$ cat src/mem_pkg.sv
/*
 * Shared types and constants for the RV32-style load/store subsystem.
 * Imported by the execution unit, memory handler, RAM and peripheral.
 */
package mem_pkg;

    // widths that carry a meaning
    typedef logic [31:0] word_t;
    typedef logic [2:0]  funct3_t;
    typedef logic [2:0]  reg_idx_t;
    typedef logic [8:0]  ram_idx_t;

    // handler sequencing
    typedef enum logic [2:0] {
        INC,
        FETCH,
        FWAIT,
        LORS,
        LWAIT,
        REGOP
    } hstate_t;

    // handler to RAM, read and write are levels
    typedef struct packed {
        word_t addr;
        word_t wdata;
        logic  read;
        logic  write;
    } mem_req_t;

    // execution unit to handler, decoded from the held instruction
    typedef struct packed {
        logic    read;
        logic    write;
        funct3_t funct3;
        word_t   addr;
        word_t   wdata;
    } mem_op_t;

    // register file write port, also observed at the top
    typedef struct packed {
        logic     we;
        reg_idx_t idx;
        word_t    data;
    } reg_wr_t;

    // address map
    localparam word_t I2C_ADDRESS = 32'd923923;
    localparam word_t RAM_BYTES   = 32'd2048;
    localparam int    RAM_WORDS   = 512;

    // peripheral busy time after a read starts
    localparam int I2C_BUSY_CYCLES = 3;
    localparam int I2C_CNT_W       = $clog2(I2C_BUSY_CYCLES + 1);

    // RV32 major opcodes
    localparam logic [6:0] OP_LOAD  = 7'b0000011;
    localparam logic [6:0] OP_STORE = 7'b0100011;
    localparam logic [6:0] OP_ADDI  = 7'b0010011;
    localparam logic [6:0] OP_LUI   = 7'b0110111;

endpackage

$ cat src/i2c_port.sv
/*
 * I2C-like peripheral register. A write stores the data; a read raises
 * done after a fixed busy time and done holds until the next access.
 */
`timescale 1ns/1ps

module i2c_port (
    input  logic           clk,
    input  logic           nrst,
    input  logic           sel,
    input  logic           write,
    input  logic           read,
    input  mem_pkg::word_t wdata,
    output mem_pkg::word_t rdata,
    output logic           done
);
    import mem_pkg::*;

    logic [I2C_CNT_W-1:0] count;
    logic                 access;
    logic                 access_q;
    logic                 start;

    assign access = sel && (read || write);
    // levels stay high for several cycles, so act on the rise only
    assign start  = access && !access_q;

    always_ff @(posedge clk or negedge nrst) begin
        if (!nrst) begin
            rdata    <= '0;
            count    <= '0;
            done     <= 1'b0;
            access_q <= 1'b0;
        end else begin
            access_q <= access;
            if (sel && write) begin
                rdata <= wdata;
            end
            if (start) begin
                done  <= 1'b0;
                count <= read ? I2C_CNT_W'(I2C_BUSY_CYCLES - 1) : '0;
            end else if (count != '0) begin
                count <= count - 1'b1;
                // last busy cycle
                if (count == I2C_CNT_W'(1)) begin
                    done <= 1'b1;
                end
            end
        end
    end

endmodule

$ cat config.mk
export PLATFORM = sky130hd
export DESIGN_NAME = i2c_port
export DESIGN_NICKNAME = d
export VERILOG_FILES = /design/src/mem_pkg.sv /design/src/i2c_port.sv
export SDC_FILE = /design/constraint.sdc
export NUM_CORES = 1
export LEC_CHECK = 0
export CAP_MARGIN = 10
export CORE_ASPECT_RATIO = 0.7
export CORE_MARGIN = 2
export CORE_UTILIZATION = 50
export DETAILED_ROUTE_END_ITERATION = 6
export DONT_BUFFER_PORTS = 1
export PLACE_DENSITY_LB_ADDON = 0.1
export SLEW_MARGIN = 20
export SYNTH_ARGS = -nofsm -noshare
export SYNTH_HDL_FRONTEND = slang
export SYNTH_SLANG_ARGS = --single-unit
$ cat constraint.sdc
create_clock -name clk -period 1.3 [get_ports clk]
set_input_delay 0.26 -clock clk [delete_from_list [all_inputs] [get_ports clk]]
set_output_delay 0.26 -clock clk [all_outputs]
set_load 0.01 [all_outputs]
Yosys cells after proc, flatten, opt, wreduce, memory -nomap -nowiden
Index checks and enable logic that the tools add are counted.
{ "classes": {"n_addsub": 1, "n_mul": 0, "n_div": 0, "magnitude_cmp": 0, "n_eq_ne": 1, "n_shift": 0, "muxes": 6, "bitwise_logic": 0, "reduce_logical": 9} }
{ "op_table": {"columns": ["operator", "n"], "rows": [
  ["2-bit 2-to-1 mux", 3],
  ["2-bit nonzero test", 3],
  ["1-bit logical AND", 3],
  ["1-bit 2-to-1 mux", 3],
  ["2-bit by 1-bit == test with 1-bit output (second input constant)", 1],
  ["2-bit AND reduction", 1],
  ["2-bit by 1-bit subtractor with 2-bit output (second input constant)", 1],
  ["1-bit zero test", 1],
  ["1-bit logical OR", 1]
]} }
{ "word_totals": {"ff_bits": 36, "latchBits": 0, "ram_bits": 0, "mem_bits_ro": 0, "inputBits": 37, "out_inout_bits": 33, "mem_count": 0} }

Logic depth before layout (Yosys ltp)
Gate-level depths: netlist of the first run.
{ "depth": {"ltp_word": 5, "depth_mapped": 5, "depth_no_buf": 5} }

Least setup slack after synthesis of the first run
Ideal clock, no wire load.
{ "synth_path": {"kind": "reg-to-reg", "from": "reg count[0]", "to": "reg count[1]", "setup_ns": 0.079, "arrival_ns": 0.915, "required_ns": 1.221, "setup_slack_ns": 0.306, "stages_incl_launch_ff": 6, "path_buffers": 0, "path_cell_list": "dfrtp_1 inv_1 ha_1 inv_1 o2bb2ai_1 a2bb2oi_1"} }
{ "synth_between": {"elab_chain_cells": 3, "word_cells_on_any_way": 5, "classes_between": "add/sub: 1; mux: 2; reduce/logical: 2"} }
{ "synth_lines": {"columns": ["item", "line_no", "source"], "rows": [
  ["from (decl)", "i2c_port.sv:19", "logic [I2C_CNT_W-1:0] count;"],
  ["from (signal assigned)", "i2c_port.sv:41", "count <= read ? I2C_CNT_W'(I2C_BUSY_CYCLES - 1) : '0;"],
  ["from (signal assigned)", "i2c_port.sv:43", "count <= count - 1'b1;"],
  ["2-bit by 1-bit subtractor with 2-bit output", "i2c_port.sv:43", null],
  ["2-bit 2-to-1 mux", "i2c_port.sv:42", "end else if (count != '0) begin"],
  ["2-bit 2-to-1 mux", "i2c_port.sv:39", "if (start) begin"]
]} }
Several ways; a longest one is shown, not always the timed one. The select of a mux whose other input is x is not followed.
A chain may end at the register's enable or synchronous reset.

Worst setup path in the final report of the first run
{ "layout_path": {"from": "reg count[1]", "to": "reg count[1]"} }
Same word-level chain as after synthesis.

==> results.yml, run 1 <==
run_status:
  status: "complete, no violations"
synth:
  syn_nets: 129
  synth-compound-area-share: 0.01480
  ys_types: 15
  synth_xor_xnor_area_share: 0.005757
  synth_seq_area_share: 0.5921
  synth_top_family_by_area: "multiplexers"
  synth_area_mm2: 0.001521
  synthAdderAreaFrac: 0.01645
  syn_avg_cell_area_um2: 16.91
  muxShareOfSynthArea: 0.3084
  ys_ff_latch: 36
  yosys.area_share.simple: 0.03289
  netlist_instances: 90
  ys_warn_count: 0
sta:
  drv_slew: 0
  finalSetupViolCount: 0
  rsz0062_at_grt: "no"
  period_minus_slack_ps: 1089
  fmax_ghz: 0.9184
  fin_setup_tns_ps: 0
  hold_viol: 0
  worst_slew_pin_slew_ps: 212.9
  fin_skew_ps: 0.5100
  fin_crit_sh: 0.8375
  max-slew-margin-rel: 0.8580
floorplan:
  io_pins: 70
  coreArea_mm2: 0.002843
  rows: 16
  start_util: 0.5352
  fp.dieH_um: 50.15
  die-area_mm2: 0.003507
  die_w_um: 69.93
final_layout:
  final_common_cell: "dfrtp_1"
  final_area_mm2: 0.001693
  layout-drive-gt1-share: 0.4343
  fill_cells: 217
  num-nets-final: 137
  layout_common_cells: "dfrtp_1, mux2_4, clkbuf_8"
  syn2layout_area_growth_pct: 11.27
  antenna_cells: 0
setup_path:
  endpoint_kind: "flip-flop"
  ff2ff_path_depth: 5
  worst_path_most_repeated_cell: "inv_1"
  cpPeakStageDelay_ps: 360
  cp_max_fo: 3
  critical_path.cell_chain: "inv_1 > ha_1 > inv_1 > o2bb2ai_1 > a2bb2oi_1"
  arrival_ps: 1290
  cp_num_cells: 5
  crit_family: "flip-flops"
  required_ps: 1500
  cp.buffers_inverters: 2
  start_kind: "flip-flop"
  cpMaxStageDelayCell: "dfrtp_1"
  worstSetupPathType: "reg -> reg"
routing:
  firstDrtPassIters: 3
  wire_per_inst_um: 18.41
  wl_um: 2485
  ant_nets: 0
  vias: 730
  drtIter0Drc: 45
  drc: 0
  routed_via_density: 5.407
placed_design:
  portBuffers: 0
  place_congestion: 0.6840
  dpl_cell_area_mm2: 0.001573
  place_hpwl_um: 1760
global_route:
  grt_overflow: 0
  grt_max_degree: 37
  grt_usage: 0.1504
  grt_pass1_vias: 794
  antenna_found_initial: 0
  grt_pass1_wl_um: 3857
cts:
  clkTransAtPathRegs_ps: 70
  cts_made_buffers: 5
  holdBufCountCts: 2
  cts.repair.resized: 0
  clkLatencyLatePin_ps: 270
  clock_path_buffers: 2
  htreeDepth: 2
  cts_tree: "yes"
  postCtsSetupBuffers: 0
  root_buffer: "clkbuf_8"
  cts.sinks: 36
power:
  p_leak_nw: 0.8444
  p_per_area_mw_per_mm2: 1663
  p_total_w: 0.002816
  irDropWorstVdd_uv: 1137
hold_path:
  hp-class: "in -> reg"
  min_path_cells: 1
run:
  drv_cap: 0
## cells in the mapped netlist, drive strengths merged
library cell,instances,area [µm²]
dfrtp,36,900.9
mux2,32,469.2
nand2,4,22.52
nor2,4,15.01
buf,3,33.78
inv,3,11.26
ha,2,25.02
a21oi,1,5.000
a2bb2oi,1,8.760
nand2b,1,6.260
o2bb2ai,1,8.760
or2,1,6.260
xor2,1,8.760
## cells by family after synthesis
family | count (synthesis)
AO/OA/AOI/OAI | 3
flip-flops | 36
AND/OR/NAND/NOR | 10
adder cells (fa/ha/maj) | 2
XOR/XNOR | 1
multiplexers | 32
buffers and inverters | 6
## through the flow
| step | instances | util | worst slack (ps) | hold slack [ps] |
|---|---|---|---|---|
| finish | 135 | 0.5955 | 211.2 | 124.6 |
| global route | 135 | 0.5955 | 130.5 | 103.7 |
| CTS | 135 | 0.5955 | 198.8 | 115.3 |
| detailed placement | 125 | 0.5533 | 215.6 | -35.17 |
| global placement | 125 | 0.5533 | 240.1 | -35.06 |
| floorplan | 90 | - | 305.9 | -35.59 |
## state kept, by name, summed over array words and instances (netlist names)
signal,count
rdata,32
count,2
access_q,1
done,1
## worst reg2reg max path, cell delays in order, from the launching register on
cell and delay, ps:
dfrtp_1 360, inv_1 100, ha_1 220, inv_1 70, o2bb2ai_1 120, a2bb2oi_1 150
## cell type report
class	instances	area [µm²]	share of cell area
timing repair buffer	4	70.07	0.04139
clock buffer	8	90.09	0.05322
tap	36	45.04	0.02661
inverter	3	11.26	0.006652
multi-input combinational	48	575.6	0.3400
sequential	36	900.9	0.5322
## where the power goes
part / total (W) / switching, W / internal, W
combinational: 0.000506 / 0.000193 / 0.000313
sequential: 0.00154 / 0.000216 / 0.00132
clock: 0.000773 / 0.000341 / 0.000431
total: 0.00282 / 0.000751 / 0.00206
## layer usage
layer	wire length, µm	part of all wire	global-route usage
met1	1057	0.43	0.1715
met2	1101	0.44	0.2270
met3	298	0.12	0.09237
met4	27	0.011	0.06731
met5	0	0	0
## path summary, 6_finish.rpt
check,from,slack (ps),to
min in group asynchronous,nrst,440,rdata[18]
max,count[1],210,count[1]
max reg2reg,count[1],210,count[1]
min reg2reg,access_q,530,count[1]
min,wdata[17],120,rdata[17]
max in group asynchronous,nrst,690,rdata[23]
(Power assumes the default switching activity.)
==> run 2, diff against run 1 <==
Settings changed: ABC_AREA set to 1.
Clock period 1.3 ns to 1.1 ns, I/O delays scaled along.
==> run 2 against run 1 <==
Net effect:
- critical path type unchanged
- fmax is 6.0% higher
- largest cell class unchanged
- sequential cell count stayed put
- non-clock buffer count is the same
==> results.yml, run 2 <==
global_route:
  grt_pass1_vias: 804
  antenna_found_initial: 0
  grt_util_met1: 0.1591
  grt_use_met2: 0.2444
  grt_overflow: 0
  grt_pass1_wl_um: 3960
  grt_max_degree: 37
  use_met3: 0.1124
  grt_usage: 0.1542
  grt_busiest_layer: "met2"
synth:
  syn_nets: 133
  netlist_top_cells_count: "dfrtp_1, mux2_4, nand2_1, inv_1"
  synth_top_area_frac: 0.5902
  ys_warn_count: 0
  synth_top_cell_by_area: "dfrtp_1"
  yosysMostFrequentCell: "dfrtp_1"
  synth_seq_area_share: 0.5902
  ys_types: 12
  syn_avg_cell_area_um2: 16.24
  netlist_instances: 94
  synth_enable_flop_cells: 0
  async_flop_share: 1.000
  synth_ff_type: "dfrtp_1"
  synth_area_mm2: 0.001526
  ys_ff_latch: 36
  ys_top_cells_by_area: "dfrtp_1, mux2_4, buf_6, nand2_1, ha_1"
setup_path:
  critical_path.cell_chain: "inv_1 > ha_4 > inv_1 > nand2_1 > nand2_1 > a21oi_1"
  required_ps: 1310
  cp_num_cells: 6
  crit_family: "flip-flops"
  reg2reg_to: "count[1]"
  ff2ff_path_depth: 6
  worstSetupPathType: "reg -> reg"
  endpoint_kind: "flip-flop"
  r2r-start: "count[0]"
  arrival_ps: 1240
  cpMaxStageDelayCell: "dfrtp_1"
  start_kind: "flip-flop"
  cpPeakStageDelay_ps: 390
  cp.buffers_inverters: 2
  cp_max_fo: 4
  rrSetupSlack_ps: 70
sta:
  max-slew-margin-rel: 0.8747
  worst_slack_ps: 72.70
  fmax_ghz: 0.9734
  fin_setup_tns_ps: 0
  finalSetupViolCount: 0
  fin_skew_ps: 0.2094
  hold_viol: 0
  period_minus_slack_ps: 1027
  rsz0062_at_grt: "no"
  hold_ws_ps: 82.99
  worst_slew_pin_slew_ps: 187.9
  fin_crit_sh: 0.9339
  drv_slew: 0
cts:
  htreeDepth: 2
  clock_path_buffers: 2
  cts_made_buffers: 5
  clkTransAtPathRegs_ps: 60
  cts.sinks: 36
  root_buffer: "clkbuf_8"
  clkLatencyLatePin_ps: 280
  cts_tree: "yes"
power:
  p_per_area_mw_per_mm2: 1941
  switchingPower_w: 0.0009230
  p_int_w: 0.002372
  switching_share: 0.2801
  irDropWorstVdd_uv: 966.8
  p_leak_nw: 0.8594
  pwr-share-seq: 0.547
  clock_power_share: 0.255
  combPwrFrac: 0.198
final_layout:
  reg.largest.list: "rdata: 32 flops, count: 2 flops"
  largest_reg_flops: 32
  regMostFlops: "rdata"
  layout_common_cells: "dfrtp_1, mux2_4, nand2_1"
  antenna_cells: 0
  final_common_cell: "dfrtp_1"
  num-nets-final: 141
  instances_no_fill: 138
  layout-drive-gt1-share: 0.4216
  syn2layout_area_growth_pct: 11.23
  final_core_util: 0.5973
hold_path:
  hp-class: "in -> reg"
  min_path_cells: 1
  hp-start: "wdata[26]"
  min_to: "rdata[26]"
run:
  drv_cap: 0
run_status:
  status: "complete, no violations"
routing:
  wire_per_inst_um: 17.99
  drc: 0
  wl_um: 2482
  drtIter0Drc: 24
  firstDrtPassIters: 4
  routed_via_density: 5.442
  vias: 751
  ant_nets: 0
placed_design:
  portBuffers: 0
  place_congestion: 0.6895
  place_hpwl_um: 1766
  place_ws_ps: -16.80
  dp.cells: 129
floorplan:
  rows: 16
  die-area_mm2: 0.003518
  start_util: 0.5370
  die_w_um: 70.04
  coreArea_mm2: 0.002843
  fp.dieH_um: 50.23
  io_pins: 70
run 2: cells by family (layout without fill, tap and decap cells):
group | Yosys count | count (layout) | synth area share
AO/OA/AOI/OAI | 3 | 3 | 0.009833
buffers and inverters | 9 | 17 | 0.03688
flip-flops | 36 | 36 | 0.5902
multiplexers | 32 | 32 | 0.3098
adder cells (fa/ha/maj) | 2 | 2 | 0.01639
AND/OR/NAND/NOR | 12 | 12 | 0.03688
run 2: power by group through the flow:
stage	sequential, W	clock [W]	combinational (W)
floorplan	0.00178	0	0.000493
global placement	0.00182	0	0.000532
detailed placement	0.00183	0	0.000574
CTS	0.00181	0.000873	0.000590
global route	0.00183	0.000943	0.000740
finish	0.00180	0.000839	0.000653
run 2: what timing repair did:
action,CTS,global route
hold endpoints to repair,36,36
resized for setup,2,1
setup buffers,0,0
setup endpoints to repair,1,1
run 2: worst max path at each step:
| stage | startpoint | endpoint | slack [ps] |
|---|---|---|---|
| floorplan | count[0] | done | 130 |
| global placement | count[0] | done | 110 |
| detailed placement | count[0] | done | -20 |
| CTS | count[0] | count[1] | 40 |
| global route | count[0] | count[1] | 5 |
| finish | count[0] | count[1] | 70 |
run 2: cell type report:
class | instances | area [µm²]
Clock buffer | 6 | 72.57
Fill cell | 211 | 1145
Sequential cell | 36 | 900.9
Clock inverter | 1 | 5.005
Inverter | 6 | 22.52
Tap cell | 36 | 45.04
Timing Repair Buffer | 4 | 70.07
Multi-Input combinational cell | 49 | 581.8
run 2: per-layer routing:
metal  share of wire  up-vias  wire [µm]
met5               0        -          0
met4           0.010        0         25
met3            0.12        4        289
met2            0.49       44       1222
met1            0.38      372        944
li1                -      331          -
run 2: metrics by stage:
step / instance area [µm²] / total power, W
2_1_floorplan: 1526 / 0.002275
3_3_place_gp: 1578 / 0.002357
3_5_place_dp: 1578 / 0.002402
4_1_cts: 1658 / 0.003272
5_1_grt: 1698 / 0.003513
6_report: 1698 / 0.003295
