## src/mem_pkg.sv

```systemverilog
/*
 * Shared types and constants for the RV32-style load/store subsystem.
 * Imported by the execution unit, memory handler, RAM and peripheral.
 */
package mem_pkg;

    // widths that carry a meaning
    typedef logic [31:0] word_t;
    typedef logic [2:0]  funct3_t;
    typedef logic [2:0]  reg_idx_t;
    typedef logic [8:0]  ram_idx_t;

    // handler sequencing
    typedef enum logic [2:0] {
        INC,
        FETCH,
        FWAIT,
        LORS,
        LWAIT,
        REGOP
    } hstate_t;

    // handler to RAM, read and write are levels
    typedef struct packed {
        word_t addr;
        word_t wdata;
        logic  read;
        logic  write;
    } mem_req_t;

    // execution unit to handler, decoded from the held instruction
    typedef struct packed {
        logic    read;
        logic    write;
        funct3_t funct3;
        word_t   addr;
        word_t   wdata;
    } mem_op_t;

    // register file write port, also observed at the top
    typedef struct packed {
        logic     we;
        reg_idx_t idx;
        word_t    data;
    } reg_wr_t;

    // address map
    localparam word_t I2C_ADDRESS = 32'd923923;
    localparam word_t RAM_BYTES   = 32'd2048;
    localparam int    RAM_WORDS   = 512;

    // peripheral busy time after a read starts
    localparam int I2C_BUSY_CYCLES = 3;
    localparam int I2C_CNT_W       = $clog2(I2C_BUSY_CYCLES + 1);

    // RV32 major opcodes
    localparam logic [6:0] OP_LOAD  = 7'b0000011;
    localparam logic [6:0] OP_STORE = 7'b0100011;
    localparam logic [6:0] OP_ADDI  = 7'b0010011;
    localparam logic [6:0] OP_LUI   = 7'b0110111;

endpackage

```

## src/exec_unit.sv

```systemverilog
/*
 * Execution unit: program counter, eight-entry register file and decode.
 * Turns the held instruction into a load/store op for the memory handler
 * and retires ADDI/LUI on inst_valid, loads on load_valid.
 */
`timescale 1ns/1ps

module exec_unit (
    input  logic              clk,
    input  logic              nrst,
    input  mem_pkg::word_t    instruction,
    input  logic              inst_valid,
    input  mem_pkg::word_t    toreg,
    input  logic              load_valid,
    input  logic              counter_on,
    output mem_pkg::word_t    pc,
    output mem_pkg::mem_op_t  op,
    output mem_pkg::reg_wr_t  reg_wr,
    output logic              halted
);
    import mem_pkg::*;

    word_t      regs [0:7];
    logic [6:0] opcode;
    funct3_t    funct3;
    reg_idx_t   rd;
    reg_idx_t   rs1;
    reg_idx_t   rs2;
    word_t      imm_i;
    word_t      imm_s;
    word_t      imm_u;
    word_t      rs1_val;
    word_t      rs2_val;
    logic       is_load;
    logic       is_store;
    logic       is_addi;
    logic       is_lui;
    word_t      alu_val;

    // field decode, only the low three bits of each register index are kept
    assign opcode = instruction[6:0];
    assign funct3 = instruction[14:12];
    assign rd     = instruction[9:7];
    assign rs1    = instruction[17:15];
    assign rs2    = instruction[22:20];
    assign imm_i  = {{20{instruction[31]}}, instruction[31:20]};
    assign imm_s  = {{20{instruction[31]}}, instruction[31:25], instruction[11:7]};
    assign imm_u  = {instruction[31:12], 12'b0};

    assign is_load  = (opcode == OP_LOAD);
    assign is_store = (opcode == OP_STORE);
    assign is_addi  = (opcode == OP_ADDI) && (funct3 == 3'd0);
    assign is_lui   = (opcode == OP_LUI);

    // x0 is never written, so it keeps its reset zero
    assign rs1_val = regs[rs1];
    assign rs2_val = regs[rs2];
    assign alu_val = is_lui ? imm_u : rs1_val + imm_i;

    // held instruction keeps this stable until the next fetch completes
    always_comb begin
        op.read   = !halted && is_load;
        op.write  = !halted && is_store;
        op.funct3 = funct3;
        op.addr   = rs1_val + (is_store ? imm_s : imm_i);
        op.wdata  = rs2_val;
    end

    // one write port, shared by ADDI/LUI and load write-back
    always_comb begin
        reg_wr.idx  = rd;
        reg_wr.data = load_valid ? toreg : alu_val;
        reg_wr.we   = !halted && (rd != '0) &&
                      (load_valid || (inst_valid && (is_addi || is_lui)));
    end

    always_ff @(posedge clk or negedge nrst) begin
        if (!nrst) begin
            pc     <= '0;
            halted <= 1'b0;
            for (int i = 0; i < 8; i++) begin
                regs[i] <= '0;
            end
        end else begin
            // pc steps while the handler samples it in FETCH
            if (counter_on && !halted) begin
                pc <= pc + 32'd4;
            end
            // all-zero instruction stops the unit for good
            if (inst_valid && (instruction == '0)) begin
                halted <= 1'b1;
            end
            if (reg_wr.we) begin
                regs[reg_wr.idx] <= reg_wr.data;
            end
        end
    end

endmodule

```

## config.mk

```make
export PLATFORM = sky130hd
export DESIGN_NAME = exec_unit
export DESIGN_NICKNAME = d
export VERILOG_FILES = /design/src/mem_pkg.sv /design/src/exec_unit.sv
export SDC_FILE = /design/constraint.sdc
export NUM_CORES = 1
export LEC_CHECK = 0
export BUFFER_PORTS_ARGS = -buffer_cell sky130_fd_sc_hd__buf_2
export CORE_UTILIZATION = 40
export DETAILED_ROUTE_END_ITERATION = 6
export MAX_ROUTING_LAYER = met4
export SYNTH_ARGS = -nofsm -noshare
export SYNTH_HDL_FRONTEND = slang
export SYNTH_SLANG_ARGS = --single-unit
```

## constraint.sdc

```tcl
create_clock -name clk -period 5.75 [get_ports clk]
set_input_delay 0.575 -clock clk [delete_from_list [all_inputs] [get_ports clk]]
set_output_delay 0.575 -clock clk [all_outputs]
set_load 0.1 [all_outputs]
```

; ---- After elaboration in Yosys (flattened, before gate mapping)
; Index checks and enable logic that the tools add are counted.
; Widths: inputs -> output; s select.
[totals]
ff_bits = 289
input_bits = 69
[classes]
n_addsub = 3
order_cmp = 4
n_eq_ne = 4
mux = 12
bitwise_logic = 3
reduce_logical = 15
[ops]
columns = op, n
row1 = $bwmux 256, 1
row2 = $mux 32, 7
row3 = $bmux 32 s3, 2
row4 = $demux 32 s3, 1
row5 = $add 32x32->32, 2
row6 = $add 32x3->32 const B, 1
row7 = $logic_not 32->1, 1
row8 = $eq 7x6->1 const B, 2
row9 = $ge 4x4->1 const B, 3
row10 = $not 3->4, 3
row11 = $logic_and 1x1->1, 9
row12 = $eq 7x2->1 const B, 1
row13 = $eq 7x5->1 const B, 1
row14 = $mux 5, 1
row15 = $lt 4x1->1 const B, 1
row16 = $logic_not 3->1, 1
row17 = $reduce_bool 3->1, 1
row18 = $logic_or 1x1->1, 2
row19 = $logic_not 1->1, 1

; ---- Longest topological paths before layout
[depth]
ltp_word = 8
mapped_depth = 14
ltp_nobuf = 13

; ---- Least setup slack after synthesis
; No wires, ideal clock.
[synth_timing]
kind = input port to output port
startpoint = in instruction[15]
endpoint = out reg_wr[24] in the netlist's numbering
t_arrival_ps = 5656
setup_slack_ps = -481
path_stages = 13
cell_sequence = buf_2 -> buf_2 -> mux4_2 -> mux2_2 -> ha_1 -> buf_6 -> a21oi_2 -> o21a_2 -> o221a_2 -> o31ai_1 -> mux2i_1 -> o211ai_2 -> o21ai_0
[synth_lines]
columns = item, line
row1 = start: declaration, exec_unit.sv:11  ; input mem_pkg::word_t instruction,
row2 = end: declaration, exec_unit.sv:18  ; output mem_pkg::reg_wr_t reg_wr,

==> flow_summary.html <==
<table>
<tr><th>Metric</th><th>Value</th></tr>
<tr><th colspan="2">Timing</th></tr>
<tr><td>Worst slew margin relative to its limit</td><td>0.347</td></tr>
<tr><td>Final setup vio count</td><td>0</td></tr>
<tr><td>Sum of negative setup slack</td><td>0 ps</td></tr>
<tr><td>Final hold slack</td><td>between 300 and 400 ps</td></tr>
<tr><td>Final critical-path share of the clock period</td><td>0.924</td></tr>
<tr><td>Worst slew pin tran</td><td>980 ps</td></tr>
<tr><td>Setup repair after global routing missed its margin</td><td>no</td></tr>
<tr><td>Minimum period implied by the final worst setup slack</td><td>5310 ps</td></tr>
<tr><td>Total count of hold-check failures in the final report</td><td>0</td></tr>
<tr><td>Highest clock frequency the design can meet</td><td>0.188 GHz</td></tr>
<tr><td>Pins over their slew limit</td><td>0</td></tr>
<tr><td>Worst setup skew after layout</td><td>19.4 ps</td></tr>
<tr><th colspan="2">Route</th></tr>
<tr><td>WL met2</td><td>28700 um</td></tr>
<tr><td>Detail-routed via count per cell</td><td>5.97</td></tr>
<tr><td>Post-route DRC</td><td>0</td></tr>
<tr><td>Post-route ant nets</td><td>0</td></tr>
<tr><td>DR pass1 iterations</td><td>6</td></tr>
<tr><td>Detailed-route wire length</td><td>61900 um</td></tr>
<tr><td>DR WL met3</td><td>4030 um</td></tr>
<tr><td>Iteration-0 DRC count of the detailed router</td><td>1419</td></tr>
<tr><td>DR top layer</td><td>met4</td></tr>
<tr><td>DR vias</td><td>between 15000 and 20000</td></tr>
<tr><td>Average wire per standard cell</td><td>24.5 um</td></tr>
<tr><td>Detailed-route wire length on metal 1</td><td>27800 um</td></tr>
<tr><th colspan="2">Synthesis</th></tr>
<tr><td>Share of the yosys chip area belonging to registers</td><td>0.392</td></tr>
<tr><td>Cell Area, Synth</td><td>18300 um2</td></tr>
<tr><td>Area fraction in compound gates after synthesis</td><td>0.166</td></tr>
<tr><td>Post-Synth XOR/XNOR Area</td><td>0.0372</td></tr>
<tr><td>Adder and majority gate portion of the synthesized area</td><td>0.0275</td></tr>
<tr><td>Multiplexer fraction of the synthesized cell area</td><td>0.203</td></tr>
<tr><td>Post-synth cell types</td><td>97</td></tr>
<tr><td>EDFF count, synth</td><td>0</td></tr>
<tr><td>Post-Syn Area per Cell</td><td>10.4 um2</td></tr>
<tr><td>Synthesized netlist cell count</td><td>approximately 1800</td></tr>
<tr><td>Main combinational cell family by area after synthesis</td><td>multiplexers</td></tr>
<tr><td>Fraction of registers with async set/reset</td><td>1.00</td></tr>
<tr><td>Most used flip-flop cell after synthesis</td><td>sky130_fd_sc_hd__dfrtp_1</td></tr>
<tr><td>Simple-gate share of the synthesized area</td><td>0.123</td></tr>
<tr><td>Flops &amp; latches, synth</td><td>287</td></tr>
<tr><td>Count of warnings emitted by yosys</td><td>0</td></tr>
<tr><th colspan="2">Pwr</th></tr>
<tr><td>Pleak</td><td>between 9 and 10 nW</td></tr>
<tr><td>Combinational group share of total power</td><td>0.579</td></tr>
<tr><td>Switching share of power</td><td>0.512</td></tr>
<tr><td>NetSw</td><td>6.38 mW</td></tr>
<tr><td>P per Cell Area</td><td>583 nW/um2</td></tr>
<tr><td>Total internal power</td><td>6.08 mW</td></tr>
<tr><td>Worst-case vdd ir drop</td><td>0.00103 V</td></tr>
<tr><td>Portion of total power attributed to the clock network</td><td>0.179</td></tr>
<tr><td>Sequential cell fraction of total power</td><td>0.242</td></tr>
<tr><td>Sum of internal, switching and leakage power</td><td>around 12 mW</td></tr>
<tr><th colspan="2">Floorplan</th></tr>
<tr><td>Std-Cell Rows</td><td>between 70 and 80</td></tr>
<tr><td>Die Y-Extent</td><td>between 200 and 250 um</td></tr>
<tr><td>Die area</td><td>46700 um2</td></tr>
<tr><td>Starting Density</td><td>0.405</td></tr>
<tr><td>Top-Level Pins</td><td>207</td></tr>
<tr><td>Width of the chip</td><td>216 um</td></tr>
<tr><td>Placeable core region</td><td>between 40000 and 50000 um2</td></tr>
<tr><th colspan="2">Critical path</th></tr>
<tr><td>Launching instance or port of the critical path</td><td>instruction[16]</td></tr>
<tr><td>FF-to-FF setup slack</td><td>1770 ps</td></tr>
<tr><td>Arrival time reported for the critical path endpoint</td><td>4740 ps</td></tr>
<tr><td>Worst reg2reg path depth</td><td>12</td></tr>
<tr><td>Critical register-to-register path startpoint</td><td>regs[103]</td></tr>
<tr><td>CP endpoint kind</td><td>primary output</td></tr>
<tr><td>Required @ worst endpoint</td><td>5180 ps</td></tr>
<tr><td>CP Launch Type</td><td>input port</td></tr>
<tr><td>Largest fanout of any net on the critical path</td><td>42</td></tr>
<tr><td>Capture instance of the worst register-to-register path</td><td>regs[81]</td></tr>
<tr><td>Worst setup path endpoint</td><td>op[54]</td></tr>
<tr><td>Kind of critical path</td><td>input port to primary output</td></tr>
<tr><th colspan="2">Placed design</th></tr>
<tr><td>Post-DP HPWL</td><td>44000 um</td></tr>
<tr><td>Total of buffers placed on input and output ports</td><td>204</td></tr>
<tr><td>Final GP Congestion</td><td>0.986</td></tr>
<tr><td>Dpl cell area</td><td>20200 um2</td></tr>
<tr><th colspan="2">GRT</th></tr>
<tr><td>Leftover overflow at the end of global routing</td><td>0</td></tr>
<tr><td>Wire length of the first global-routing pass</td><td>92500 um</td></tr>
<tr><td>Initial antenna violation count</td><td>4</td></tr>
<tr><td>Vias in the first global route</td><td>14498</td></tr>
<tr><td>Largest net degree at the start of global routing</td><td>160</td></tr>
<tr><td>Combined global-route utilization of all metal layers</td><td>0.272</td></tr>
<tr><th colspan="2">Final layout</th></tr>
<tr><td>Most common cell after layout, fill and taps aside</td><td>sky130_fd_sc_hd__dfrtp_1</td></tr>
<tr><td>Fin area</td><td>21400 um2</td></tr>
<tr><td>Fill count</td><td>4252</td></tr>
<tr><td>Number of nets in the final layout</td><td>2000</td></tr>
<tr><td>Commonest non-fill, non-tap cells in the layout</td><td>sky130_fd_sc_hd__dfrtp_1, sky130_fd_sc_hd__nand2_1, sky130_fd_sc_hd__o21ai_0</td></tr>
<tr><td>Fraction of layout instances using a drive strength above 1</td><td>0.309</td></tr>
<tr><td>Layout area overhead</td><td>16.6%</td></tr>
<tr><td>Multi-input gate area in the final layout</td><td>a little over 10000 um2</td></tr>
<tr><td>Storage element area</td><td>7180 um2</td></tr>
<tr><th colspan="2">Clock tree</th></tr>
<tr><td>Post-CTS Setup Inserts</td><td>0</td></tr>
<tr><td>Root Buffer Master</td><td>sky130_fd_sc_hd__clkbuf_16</td></tr>
<tr><td>Clock transition at path regs</td><td>roughly 60 ps</td></tr>
<tr><td>Number of buffers created by CTS</td><td>34</td></tr>
<tr><td>CTS tree</td><td>yes</td></tr>
<tr><td>Max clock buf depth</td><td>3</td></tr>
<tr><td>Worst-skew pair later-pin latency</td><td>550 ps</td></tr>
<tr><td>Total number of H-tree levels</td><td>2</td></tr>
<tr><td>Count of clock tree sinks</td><td>287</td></tr>
<tr><th colspan="2">Worst hold path</th></tr>
<tr><td>Worst Hold Class</td><td>register to register</td></tr>
<tr><th colspan="2">Run status</th></tr>
<tr><td>Status</td><td>complete, no violations</td></tr>
<tr><th colspan="2">Run</th></tr>
<tr><td>Max Cap Violations</td><td>0</td></tr>
</table>
[routing by layer]
metal	vias up	track usage
met1	7653	0.388
met2	596	0.409
met4	0	0.0702
li1	6698	-
met5	-	-
met3	92	0.0366
[synth_stat cells, types with 11 or more instances]
cell	n	area share
sky130_fd_sc_hd__dfrtp_1	287	0.39
sky130_fd_sc_hd__nand2_1	276	0.057
sky130_fd_sc_hd__o21ai_0	193	0.053
sky130_fd_sc_hd__mux4_2	128	0.16
sky130_fd_sc_hd__clkbuf_1	93	0.019
sky130_fd_sc_hd__mux2_2	67	0.041
sky130_fd_sc_hd__nor2_1	61	0.012
sky130_fd_sc_hd__a21oi_1	60	0.016
sky130_fd_sc_hd__o21ai_1	50	0.014
sky130_fd_sc_hd__xnor2_1	42	0.020
sky130_fd_sc_hd__inv_1	38	0.0078
sky130_fd_sc_hd__ha_1	37	0.025
sky130_fd_sc_hd__xor2_1	34	0.016
sky130_fd_sc_hd__buf_2	31	0.0085
sky130_fd_sc_hd__o31ai_1	30	0.012
sky130_fd_sc_hd__a31oi_1	21	0.0072
sky130_fd_sc_hd__nand4_1	20	0.0068
sky130_fd_sc_hd__buf_4	19	0.0078
sky130_fd_sc_hd__nand3_1	18	0.0049
sky130_fd_sc_hd__nor3_1	13	0.0036
sky130_fd_sc_hd__and3_1	12	0.0041
sky130_fd_sc_hd__or3_1	12	0.0041
sky130_fd_sc_hd__buf_6	11	0.0068
sky130_fd_sc_hd__nor2b_1	11	0.0038
[power groups by stage]
| stage | Clock, mW | Combinational, mW | Sequential [mW] |
|---|---|---|---|
| global placement | 0 | 7.13 | 2.99 |
| detailed placement | 0 | 7.16 | 3.03 |
| finish | 2.23 | 7.22 | 3.02 |
| floorplan | 0 | 5.17 | 3.06 |
| CTS | 2.26 | 7.19 | 3.00 |
| global route | 2.35 | 7.50 | 3.09 |
[cell families after synthesis]
family          count (synthesis)
other cells                     1
mux                           201
fa+ha+maj                      39
simple gates                  478
buf+inv                       200
compound gates                471
flops                         287
xor+xnor                       77
[stage by stage]
stage                     utilization  worst slack [ps]  cells
final                           0.472               436   2520
after global routing            0.472               303   2520
after CTS                       0.471               490   2517
after detailed placement        0.446               510   2455
after global placement          0.446               502   2455
after floorplan                     -               277   1755
[area by class of cell]
class                      instances  area share
tap                              600      0.0351
inverter                          39     0.00685
sequential                       287       0.336
antenna                            3    0.000351
timing repair buffer             262      0.0896
clock buffer                      49      0.0453
clock inverter                    12     0.00861
multi-input combinational       1268       0.478
[worst min path at each step]
| stage | startpoint | to | slack (ps) | depth (start not counted) |
|---|---|---|---|---|
| after global routing | regs[226] | regs[226] | 410 | 0 |
| after global placement | regs[249] | regs[249] | 380 | 0 |
| after CTS | toreg[16] | regs[208] | 400 | 3 |
| after floorplan | nrst | halted | 280 | 0 |
| final | regs[224] | regs[224] | 390 | 0 |
| after detailed placement | regs[226] | regs[226] | 380 | 0 |
[critical path, stage by stage]
cell and delay [ps]:
sky130_fd_sc_hd__buf_2 400, sky130_fd_sc_hd__buf_12 350, sky130_fd_sc_hd__mux4_2 360, sky130_fd_sc_hd__mux2_2 290
sky130_fd_sc_hd__ha_1 410, sky130_fd_sc_hd__a21oi_1 290, sky130_fd_sc_hd__o21ai_0 210, sky130_fd_sc_hd__a21oi_2 230
sky130_fd_sc_hd__a21boi_0 710, sky130_fd_sc_hd__o21ai_0 250, sky130_fd_sc_hd__xor2_1 400, sky130_fd_sc_hd__buf_12 230
[registers in the layout, summed over array words and instances, names as in the netlist]
| register | flops |
|---|---|
| regs | 256 |
| halted | 1 |
| pc | 30 |
[repair_timing]
item,CTS,global route
hold endpoints to repair,57,0
setup endpoints to repair,0,0
gates resized for setup,0,0
hold buffers,1,0
No activity file was read; power rests on OpenSTA's default activity.
