### config.mk
export PLATFORM = sky130hd
export DESIGN_NAME = mem_handler
export DESIGN_NICKNAME = d
export VERILOG_FILES = /design/src/mem_pkg.sv /design/src/mem_handler.sv
export SDC_FILE = /design/constraint.sdc
export NUM_CORES = 1
export LEC_CHECK = 0
export BUFFER_PORTS_ARGS = -buffer_cell sky130_fd_sc_hd__buf_4
export CORE_AREA = 2 2 106 108
export CTS_BUF_LIST = sky130_fd_sc_hd__clkbuf_8
export DETAILED_ROUTE_END_ITERATION = 7
export DIE_AREA = 0 0 108 110
export PLACE_DENSITY = 0.75
export SYNTH_ARGS = -nofsm -noshare
export SYNTH_HDL_FRONTEND = slang
export SYNTH_SLANG_ARGS = --single-unit
### constraint.sdc
create_clock -name clk -period 4.7 [get_ports clk]
set_input_delay 0 -clock clk [delete_from_list [all_inputs] [get_ports clk]]
set_output_delay 0 -clock clk [all_outputs]
set_load 0.005 [all_outputs]
### src/mem_pkg.sv
/*
 * Shared types and constants for the RV32-style load/store subsystem.
 * Imported by the execution unit, memory handler, RAM and peripheral.
 */
package mem_pkg;

    // widths that carry a meaning
    typedef logic [31:0] word_t;
    typedef logic [2:0]  funct3_t;
    typedef logic [2:0]  reg_idx_t;
    typedef logic [8:0]  ram_idx_t;

    // handler sequencing
    typedef enum logic [2:0] {
        INC,
        FETCH,
        FWAIT,
        LORS,
        LWAIT,
        REGOP
    } hstate_t;

    // handler to RAM, read and write are levels
    typedef struct packed {
        word_t addr;
        word_t wdata;
        logic  read;
        logic  write;
    } mem_req_t;

    // execution unit to handler, decoded from the held instruction
    typedef struct packed {
        logic    read;
        logic    write;
        funct3_t funct3;
        word_t   addr;
        word_t   wdata;
    } mem_op_t;

    // register file write port, also observed at the top
    typedef struct packed {
        logic     we;
        reg_idx_t idx;
        word_t    data;
    } reg_wr_t;

    // address map
    localparam word_t I2C_ADDRESS = 32'd923923;
    localparam word_t RAM_BYTES   = 32'd2048;
    localparam int    RAM_WORDS   = 512;

    // peripheral busy time after a read starts
    localparam int I2C_BUSY_CYCLES = 3;
    localparam int I2C_CNT_W       = $clog2(I2C_BUSY_CYCLES + 1);

    // RV32 major opcodes
    localparam logic [6:0] OP_LOAD  = 7'b0000011;
    localparam logic [6:0] OP_STORE = 7'b0100011;
    localparam logic [6:0] OP_ADDI  = 7'b0010011;
    localparam logic [6:0] OP_LUI   = 7'b0110111;

endpackage

### src/mem_handler.sv
/*
 * Memory handler FSM: fetches each instruction, then runs its load or
 * store on the RAM bus and hands load results back for write-back.
 * INC -> FETCH -> FWAIT -> LORS -> (LWAIT -> REGOP) -> INC
 */
`timescale 1ns/1ps

module mem_handler (
    input  logic              clk,
    input  logic              nrst,
    input  mem_pkg::word_t    pc,
    input  mem_pkg::mem_op_t  op,
    input  mem_pkg::word_t    rdata,
    input  logic              gdone,
    input  logic              done,
    output mem_pkg::mem_req_t req,
    output logic [3:0]        wmask,
    output mem_pkg::word_t    instruction,
    output logic              inst_valid,
    output mem_pkg::word_t    toreg,
    output logic              load_valid,
    output logic              counter_on
);
    import mem_pkg::*;

    hstate_t state;
    hstate_t next_state;
    word_t   fetch_addr;
    word_t   store_data;
    word_t   load_data;
    logic    mem_phase;
    logic    load_ready;

    // load/store request is live in LORS and held through LWAIT
    assign mem_phase = (state == LORS) || (state == LWAIT);

    // levels fall as soon as gdone moves the state on
    always_comb begin
        req.addr  = mem_phase ? op.addr : fetch_addr;
        req.wdata = store_data;
        req.read  = (state == FWAIT) || (mem_phase && op.read);
        req.write = mem_phase && op.write;
    end

    // store shaping, sub-word data always sits in the low lanes
    always_comb begin
        case (op.funct3)
            3'd0: begin
                store_data = {24'b0, op.wdata[7:0]};
                wmask      = 4'b0001;
            end
            3'd1: begin
                store_data = {16'b0, op.wdata[15:0]};
                wmask      = 4'b0011;
            end
            default: begin
                store_data = op.wdata;
                wmask      = 4'b1111;
            end
        endcase
    end

    // load extension from bit 7 or bit 15
    always_comb begin
        case (op.funct3)
            3'd0:    load_data = {{24{rdata[7]}}, rdata[7:0]};
            3'd1:    load_data = {{16{rdata[15]}}, rdata[15:0]};
            3'd4:    load_data = {24'b0, rdata[7:0]};
            3'd5:    load_data = {16'b0, rdata[15:0]};
            default: load_data = rdata;
        endcase
    end

    // only the peripheral makes us wait for done
    assign load_ready = (op.addr != I2C_ADDRESS) || done;

    always_comb begin
        next_state = state;
        case (state)
            INC:   next_state = FETCH;
            FETCH: next_state = FWAIT;
            FWAIT: begin
                if (gdone) begin
                    next_state = LORS;
                end
            end
            LORS: begin
                // ADDI, LUI and halt retire here
                if (op.read || op.write) begin
                    next_state = LWAIT;
                end else begin
                    next_state = INC;
                end
            end
            LWAIT: begin
                if (gdone) begin
                    next_state = op.read ? REGOP : INC;
                end
            end
            REGOP: begin
                if (load_ready) begin
                    next_state = INC;
                end
            end
            default: next_state = INC;
        endcase
    end

    always_ff @(posedge clk or negedge nrst) begin
        if (!nrst) begin
            state       <= INC;
            counter_on  <= 1'b0;
            inst_valid  <= 1'b0;
            load_valid  <= 1'b0;
            instruction <= '0;
        end else begin
            state      <= next_state;
            // high for exactly the FETCH cycle
            counter_on <= (next_state == FETCH);
            inst_valid <= (state == FWAIT) && gdone;
            load_valid <= (state == REGOP) && load_ready;
            if ((state == FWAIT) && gdone) begin
                instruction <= rdata;
            end
        end
    end

    // fetch address and load result
    always_ff @(posedge clk) begin
        if (state == FETCH) begin
            fetch_addr <= pc;
        end
        if ((state == REGOP) && load_ready) begin
            toreg <= load_data;
        end
    end

endmodule

# Yosys cells after proc, flatten, opt, wreduce, memory -nomap -nowiden
# Index checks and enable logic that the tools add are counted.
[op_classes]
eq_ne = 10
n_mux = 10
n_reduce_logical = 10
[ops]
columns = ["operator", "n"]
rows = [
  ["$pmux W32 S4", 1],
  ["$pmux W32 S2", 1],
  ["$mux W32", 1],
  ["$ne A32 B20 Y1 const B", 1],
  ["$pmux W3 S6", 1],
  ["$mux W3", 5],
  ["$eq A3 B3 Y1 const B", 4],
  ["$eq A3 B1 Y1 const B", 3],
  ["$pmux W4 S2", 1],
  ["$eq A3 B2 Y1 const B", 2],
  ["$logic_not A3 Y1", 2],
  ["$logic_and A1 B1 Y1", 4],
  ["$logic_or A1 B1 Y1", 4],
]
[totals]
ff_bits = 102
inputBits = 137
out_inout_bits = 137
elab_cells = 37

# Logic depth before layout (Yosys ltp)
# Gate-level depths: netlist of the first run.
[depth]
depth_word = 5
depth_mapped = 6
mapped_depth_nobuf = 4

# Worst setup path after synthesis of the first run
# No wires, ideal clock.
[synth_path]
kind = "flip-flop to flip-flop"
startpoint = "reg state[1]"
endpoint = "reg toreg[0] (enable)"
setup_ps = 422
t_arrival_ps = 2193
t_required_ps = 4278
slack_ps = 2084
stages_incl_launch_ff = 5
synth_period_minus_slack_ps = 2616
cell_sequence = "dfrtp_1 > buf_4 > nor2b_1 > nand2_1 > nor2_1"
[synth_between]
elab_chain_cells = 2
[synth_lines]
columns = ["item", "line_no", "text"]
rows = [
  ["start, declared", "mem_handler.sv:26", "hstate_t state;"],
  ["start signal, assigned", "mem_handler.sv:117", "state <= next_state;"],
  ["$eq A3 B3 Y1", "mem_handler.sv:133", "if ((state == REGOP) && load_ready) begin"],
  ["$logic_and A1 B1 Y1", "mem_handler.sv:133", ""],
  ["end signal, assigned", "mem_handler.sv:134", "toreg <= load_data;"],
  ["end, declared", "mem_handler.sv:20", "output mem_pkg::word_t toreg,"],
]
# No other way between the ends.
# A chain may end at the register's enable or synchronous reset.

==> results of run 1 <==
## worst paths after layout
check / from / end / slack, ps / depth (start not counted)
worst min register to register: instruction[10] / instruction[10] / 510 / 1
worst max-delay path: state[0] / req[40] / 2140 / 5
worst max register to register: state[1] / toreg[29] / 2620 / 3
max in group asynchronous: nrst / counter_on / 4200 / 2
min in group asynchronous: nrst / instruction[25] / 150 / 2
worst min-delay path: op[1] / req[3] / 0.002 / 0
## layer usage
layer | global-route usage, % | routed length (um)
met1 | 22.2 | 4650
met4 | 10.9 | 439
met5 | 0 | 0
met3 | 7.76 | 1270
met2 | 36.4 | 6450
## cell type report
class	count	area, um2	area share (%)
clock buffers	11	151	2.10
inverters	2	7.51	0.104
clock inverters	5	33.8	0.469
flip-flops and latches	102	2870	39.8
repair buffers	323	2590	35.9
multi-input cells	158	1380	19.2
well taps	140	175	2.43
## synth_stat cells (all sizes together)
| cell | instances |
|---|---|
| nor4b | 3 |
| a31o | 2 |
| nor3 | 2 |
| nor2 | 6 |
| nor4 | 3 |
| nor2b | 14 |
| buf | 20 |
| nand2b | 4 |
| nor3b | 1 |
| inv | 2 |
| xnor2 | 1 |
| nand3 | 1 |
| o211ai | 1 |
| conb | 1 |
| a21o | 25 |
| a21oi | 3 |
| edfxtp | 64 |
| o32ai | 1 |
| or2 | 2 |
| clkbuf | 4 |
| and2 | 16 |
| a211o | 1 |
| nand2 | 4 |
| mux2 | 64 |
| dfrtp | 38 |
| nand4 | 2 |
| nand3b | 1 |
## power by group
group	internal, uW	total (uW)	switching [uW]	leakage, uW
clock network	221	518	297	0.0000913
registers	1280	1430	150	0.00105
logic	898	1450	556	0.00213
total	2400	3400	1000	0.00327
## per-stage QoR
stage               hold WS, ps  std cells  utilization, %  cell area, um2  total power, uW
global placement         0.0346        660            59.6            6370             2820
finish                  0.00166        741            67.4            7210             3400
floorplan                  -296        286               -            4430             2140
global route            0.00878        741            67.4            7210             3590
CTS                      0.0346        741            67.4            7210             3430
detailed placement       0.0346        660            59.6            6370             2860
## flip-flops by register name (all words and copies together), names as in the netlist
register	flops
inst_valid	1
instruction	32
state	3
toreg	32
fetch_addr	32
load_valid	1
counter_on	1
## layout by cell type, fill, tap and decap left out, types with 2 or more instances in the layout
master,count
edfxtp_1,64
nor4b_1,3
and2_1,16
dfrtp_1,38
mux2_2,63
a21oi_4,2
buf_4,258
a21o_1,25
nor2b_1,13
nand4_1,2
a31o_2,2
clkbuf_8,11
dlygate4sd3_1,65
nor4_1,3
nand2_1,4
or2_1,2
nor2_1,4
clkinvlp_4,2
inv_1,2
clkinv_2,2
nor3_1,2
nand2b_1,3
## critical path: cells and delay by family (launching register included)
kind,cells,cell delay [ps]
AO/OA/AOI/OAI,1,780
buffers and inverters,1,140
AND/OR/NAND/NOR,2,290
flip-flops,1,540
multiplexers,1,440
## kinds of logic after synthesis
family / after synthesis / share of synthesized area, %
mux: 64 / 16.3
simple gates: 59 / 8.38
xor+xnor: 1 / 0.198
other cells: 1 / 0.0846
flops: 102 / 64.8
buf+inv: 26 / 4.43
compound gates: 33 / 5.87
==> reports/qor.yml, run 1 <==
outcome: "complete, no violations"
syn2layout_area_growth_pct: 62.6
worstPathRequired_ps: 4700
clock-sinks: 102
grt_pass1_wl_um: 18800
place_ws_ps: 2570
num_io_pins: 274
netlist_area_mm2: 0.00443
nFillCells: 746
place.port_buffers: 256
fin_crit_sh_pct: 54.5
die_w_um: 108
via_per_inst: 4.82
cts.clk_slew.worst_paths_ps: 100
initial_core_util_pct: 41.5
die-area_mm2: 0.0119
syn-num-nets: 423
slew_violations: 0
grt-ovfl-total: 0
synth_seq_cells: 102
ys_top_cells_by_area: "edfxtp_1 (43%), dfrtp_1 (21%), mux2_2 (16%)"
yosys_warnings: 0
fin_setup_tns_ps: 0
place_congestion: 0.759
max_freq_mhz: 391
grt_util_all_layers_pct: 20.9
vias: 3575
drtAntennaViolNets: 0
htree_levels: 3
worstMarginPinSlew_ps: 994
clk_path_buf_depth: 2
power.density_mw_per_mm2: 472
min_period_ps: 2560
leakage_uw: 0.00327
cts_tree: "yes"
hold_violations: 0
coreArea_mm2: 0.0107
nets: 733
postSynthCellCount: 286
cts-resized-gates: 0
drive_gt1_share_pct: 57.6
drc: 0
synth_top_cell_area_share_pct: 43.3
dp_hpwl_um: 8980
min_path_type: "in2out"
grt_pass1_vias: 3730
maxCapViolCount: 0
firstDrtPassIters: 5
setup_viol: 0
post-cts-setup-buffers: 0
ys_types: 34
cp-end-kind: "output port"
cp-start-kind: "flip-flop"
wl_per_cell_um: 17.3
die_h_um: 110
n_antenna_cell: 0
timing.setup.critical_path_class: "reg2out"
drt-initial-drc-count: 97
relSlewSlack_pct: 33.6
wl_um: 12800
synth_seq_area_share_pct: 64.8
arrival_ps: 2560
slowest_delay_ps: 780
clkLatencyLatePin_ps: 360
slowest_stage: "a21oi_4"
synth_top_area_cell: "edfxtp_1"
grt_start_max_net_pins: 39
peakVddDrop_v: 0.000254
clock_skew_ps: 6.36
num_rows: 38
path_cells: "nand2b_1 > nor2_1 > a21oi_4 > mux2_2 > buf_4"
clockRootBuffer: "clkbuf_8"
ctsHoldBuffers: 65
cts_buffers: 9
syn_area_per_cell_um2: 15.5
cp_max_fo: 33
timing.final.ws_setup_ps: 2140
antenna_found_initial: 0
rsz0062_at_grt: "no"
(Power assumes the default switching activity.)
==> run 2: changes to the inputs <==
CORE_AREA = default   (was 2 2 106 108)
CORE_MARGIN = 2   (was default)
CORE_UTILIZATION = 40   (was default)
DIE_AREA = default   (was 0 0 108 110)
clock period = 2.18 ns   (was 4.7 ns; I/O delays follow)
==> reports/qor.yml, run 2 (synthesis results as in run 1) <==
slowest_delay_ps: 380
relSlewSlack_pct: 36.6
fin_setup_tns_ps: 0
worstMarginPinSlew_ps: 949
cts_tree: "yes"
grt-ovfl-total: 0
final_cell_mix: "buf_4 (262), dlygate4sd3_1 (66), edfxtp_1 (64), mux2_2 (63), dfrtp_1 (38)"
largestRegisters: "fetch_addr: 32 flops, instruction: 32 flops, toreg: 32 flops"
place.port_buffers: 256
arrival_ps: 2010
max_freq_mhz: 499
vias: 3566
cp_max_fo: 33
die_h_um: 109
clock-sinks: 102
die_w_um: 109
coreArea_mm2: 0.0108
min_path_type: "in2out"
grt_pass1_wl_um: 19400
outcome: "complete, no violations"
num_io_pins: 274
whs_path_depth: 0
setup_viol: 0
initial_core_util_pct: 40.9
clock_skew_ps: 12.7
place_congestion: 0.781
slew_violations: 0
grt_util_all_layers_pct: 21.5
via_per_inst: 4.77
grt_pass1_vias: 3698
critical_path_buf_inv_count: 3
syn2layout_area_growth_pct: 64.5
min_to: "req[3]"
cp-end-kind: "output port"
post-cts-setup-buffers: 0
regToRegStartpoint: "state[1]"
clkLatencyLatePin_ps: 350
htree_levels: 3
timing.setup.critical_path_class: "reg2out"
drtAntennaViolNets: 0
crit_family: "buffers and inverters"
dp.cells: 666
firstDrtPassIters: 4
rrSetupSlack_ps: 330
num_rows: 38
antenna_found_initial: 0
wl_um: 13200
n_antenna_cell: 0
path_cells: "buf_4 > nor2b_1 > a21oi_4 > buf_12 > mux2_2 > buf_4"
final_common_cell: "buf_4"
rsz0062_at_grt: "no"
leakage_uw: 0.00333
peakVddDrop_v: 0.000626
cts.clk_slew.worst_paths_ps: 80
hold_violations: 0
clkPwrFrac_pct: 15.0
drt-initial-drc-count: 121
p_seq_share_pct: 39.9
r2r_end: "toreg[2]"
clockRootBuffer: "clkbuf_8"
min_period_ps: 2010
maxCapViolCount: 0
cp-start-kind: "flip-flop"
min-delay-start: "op[1]"
die-area_mm2: 0.0119
switching_share_pct: 29.4
stdcell_count: 748
p_int_uw: 5320
pwr-share-comb_pct: 45.2
grt_start_max_net_pins: 39
power.net_switching_uw: 2220
fin_crit_sh_pct: 92.0
slowest_stage: "dfrtp_1"
wl_per_cell_um: 17.7
nets: 740
cpMostUsedCell: "buf_4"
worstPathRequired_ps: 2180
dp_hpwl_um: 9340
cts_buffers: 9
drc: 0
power.density_mw_per_mm2: 1030
drive_gt1_share_pct: 57.7
reg2regPathDepth: 3
clk_path_buf_depth: 2
## run 2: timing repair
action	CTS	global route
hold buffers	66	0
resized for setup	0	0
hold endpoints to repair	135	0
## run 2: layout make-up
type | count | area [um2]
fill | 795 | 3550
clock buffer | 12 | 165
multi-input combinational | 158 | 1380
inverter | 2 | 7.51
sequential | 102 | 2870
timing repair buffer | 330 | 2670
tap | 140 | 175
clock inverter | 4 | 22.5
## run 2: per-stage QoR
step / hold WS, ps / utilization (%) / instance area [um2] / power, uW / setup slack [ps]
finish: 0.00199 / 67.3 / 7290 / 7530 / 175
global route: 0.0105 / 67.3 / 7290 / 7950 / 14.6
CTS: 0.0529 / 67.3 / 7290 / 7590 / 158
detailed placement: 0.0529 / 59.5 / 6440 / 6360 / 269
global placement: 0.0529 / 59.5 / 6440 / 6250 / 351
floorplan: -296 / - / 4440 / 4610 / 83.9
## run 2: power by group through the flow
stage	Combinational, uW	Sequential [uW]	Clock (uW)
2_1_floorplan	1560	3050	0
3_3_place_gp	3230	3020	0
3_5_place_dp	3310	3050	0
5_1_grt	3640	3070	1240
6_report	3400	3000	1130
4_1_cts	3420	3010	1160
## run 2: per-layer routing
metal	wire length, um	part of all wire [%]	up-vias	track usage [%]
li1	-	-	1669	-
met1	5120	39	1759	26.2
met2	7150	54	119	37.1
met3	729	5.5	19	5.63
met4	235	1.8	0	7.41
met5	0	0	-	0
## run 2: how the worst max path moves through the flow
stage                      endpoint  cells after the start  slack, ps  startpoint
final                       req[48]                      6        170    state[0]
after global routing        req[56]                      7         10    state[0]
after CTS                   req[48]                      6        160    state[0]
after detailed placement  toreg[26]                      3        270    state[1]
after global placement    toreg[17]                      3        350    state[1]
after floorplan            toreg[0]                      4         80    state[1]
==> run 3: changes to the inputs <==
ABC_AREA = 1   (was default)
CELL_PAD_IN_SITES_DETAIL_PLACEMENT = 1   (was default)
CELL_PAD_IN_SITES_GLOBAL_PLACEMENT = 1   (was default)
CORE_UTILIZATION = 28   (was 40)
PLACE_DENSITY = default   (was 0.75)
PLACE_DENSITY_LB_ADDON = 0.1   (was default)
==> reports/qor.yml, run 3 <==
cts_tree: "yes"
timing.setup.critical_path_class: "reg2out"
crit_family: "flip-flops"
synth_seq_area_share_pct: 64.3
arrival_ps: 1870
met2_length_um: 7770
worstMarginPinSlew_ps: 677
ff_latch_area_mm2: 0.00287
p_int_uw: 4770
die_h_um: 130
slew_violations: 0
drtAntennaViolNets: 0
cts.clk_slew.worst_paths_ps: 80
nets: 913
firstDrtPassIters: 4
multiInputGateArea_mm2: 0.00117
stdcell_count: 997
min_path_type: "in2out"
power.net_switching_uw: 2430
antenna_found_initial: 0
largestRegisters: "fetch_addr: 32 flops, instruction: 32 flops, toreg: 32 flops"
min_period_ps: 1870
clkLatencyLatePin_ps: 380
wl_met3_um: 1170
place.port_buffers: 256
syn2layout_area_growth_pct: 66.1
die_w_um: 130
cts_buffers: 9
num_rows: 46
wl_per_cell_um: 14.9
synth-edff-count: 64
final_common_cell: "buf_4"
hold_violations: 0
switching_share_pct: 33.8
place_congestion: 0.756
grt_start_max_net_pins: 50
postSynthCellCount: 463
relSlewSlack_pct: 54.8
crit_cells: 6
p_seq_share_pct: 41.1
path_cells: "nor2_2 > nand2_1 > nand2_1 > inv_4 > o21ai_0 > buf_4"
ys_top_cells_by_area: "edfxtp_1 (43%), dfrtp_1 (21%), nand2_1 (12%)"
yosys_warnings: 0
clock-sinks: 102
leakage_uw: 0.00372
fin_setup_tns_ps: 0
coreArea_mm2: 0.0157
power.density_mw_per_mm2: 971
critical_path_buf_inv_count: 2
nFillCells: 1856
whs_ps: 0.00404
cpMostUsedCell: "nand2_1"
slowest_delay_ps: 440
synth_top_cell_area_share_pct: 43.0
reg2regPathDepth: 5
clockRootBuffer: "clkbuf_8"
clock_skew_ps: 17.7
grt-ovfl-total: 0
synth_top_area_cell: "edfxtp_1"
grt_pass1_wl_um: 22800
wl_um: 14800
max_freq_mhz: 534
vias: 4214
via_per_inst: 4.23
drc: 0
setup_viol: 0
ys.flop_type: "edfxtp_1"
synth.most_common_cell: "nand2_1"
drive_gt1_share_pct: 37.8
topRoutingLayerUsed: "met4"
clk_path_buf_depth: 2
dp_hpwl_um: 10900
htree_levels: 3
synth_seq_cells: 102
peakVddDrop_v: 0.000312
cp-end-kind: "output port"
dp.cells: 915
grt_util_all_layers_pct: 17.6
outcome: "complete, no violations"
fin_crit_sh_pct: 86.0
synthArstFlopShare_pct: 37.3
ys_top_cells_by_count: "nand2_1 (142), inv_1 (69), edfxtp_1 (64)"
initial_core_util_pct: 28.4
worstPathRequired_ps: 2180
pwr-share-comb_pct: 42.3
ys_types: 25
die-area_mm2: 0.0170
slowest_stage: "dfrtp_1"
rsz0062_at_grt: "no"
final_cell_mix: "buf_4 (260), nand2_1 (142), inv_1 (71), dlygate4sd3_1 (66), edfxtp_1 (64)"
whs_path_depth: 0
cp_max_fo: 45
grt_pass1_vias: 4601
cp-start-kind: "flip-flop"
wl_met1_um: 5610
drt-initial-drc-count: 141
syn_area_per_cell_um2: 9.64
clkPwrFrac_pct: 16.6
num_io_pins: 274
netlist_area_mm2: 0.00447
syn-num-nets: 600
maxCapViolCount: 0
n_antenna_cell: 0
-- run 3: area by class of cell --
class                   count  area share (%)
clock buffers              10            1.86
well taps                 216            3.64
clock inverters             6           0.725
repair buffers            327            35.5
multi-input cells         263            15.8
flip-flops and latches    102            38.7
inverters                  73            3.80
-- run 3: timing repair --
| item | CTS | global route |
|---|---|---|
| resized for setup | 0 | 2 |
| hold buffers | 66 | 0 |
| endpoints found under the hold margin | 132 | 0 |
| setup endpoints to repair | 0 | 22 |
| setup buffers | 0 | 0 |
-- run 3: logic make-up after synthesis --
logic type	after synthesis	synth area share [%]
buf+inv	98	9.67
flops	102	64.3
other cells	1	0.0840
simple gates	198	17.8
compound gates	64	8.13
-- run 3: path summary, 6_finish.rpt --
kind / slack (ps) / from / to
max: 310 / state[2] / req[1]
min: 0.004 / op[4] / req[6]
max reg2reg: 630 / state[2] / instruction[18]
min reg2reg: 490 / instruction[23] / instruction[23]
max in group asynchronous: 1640 / nrst / instruction[26]
min in group asynchronous: 150 / nrst / instruction[4]
-- run 3: layer usage --
metal | vias up | GRT usage (%)
met1 | 1964 | 19.0
met2 | 169 | 33.0
met3 | 16 | 4.31
met4 | 0 | 6.70
met5 | - | 0
li1 | 2065 | -
-- run 3: through the flow --
step                      cell area, um2  power (uW)  setup WS [ps]  util [%]
final                               7420        7200            306      47.2
after global placement              6560        5910            685      41.8
after CTS                           7410        7310           98.7      47.2
after floorplan                     4470        4180            398         -
after detailed placement            6560        6000            525      41.8
after global routing                7420        7770            123      47.2
-- run 3: power by group through the flow --
stage	Sequential (uW)	Combinational, uW	Clock [uW]
floorplan	2980	1200	0
global placement	2990	2920	0
detailed placement	3000	3000	0
CTS	2960	3110	1240
global route	3020	3430	1320
finish	2960	3050	1190
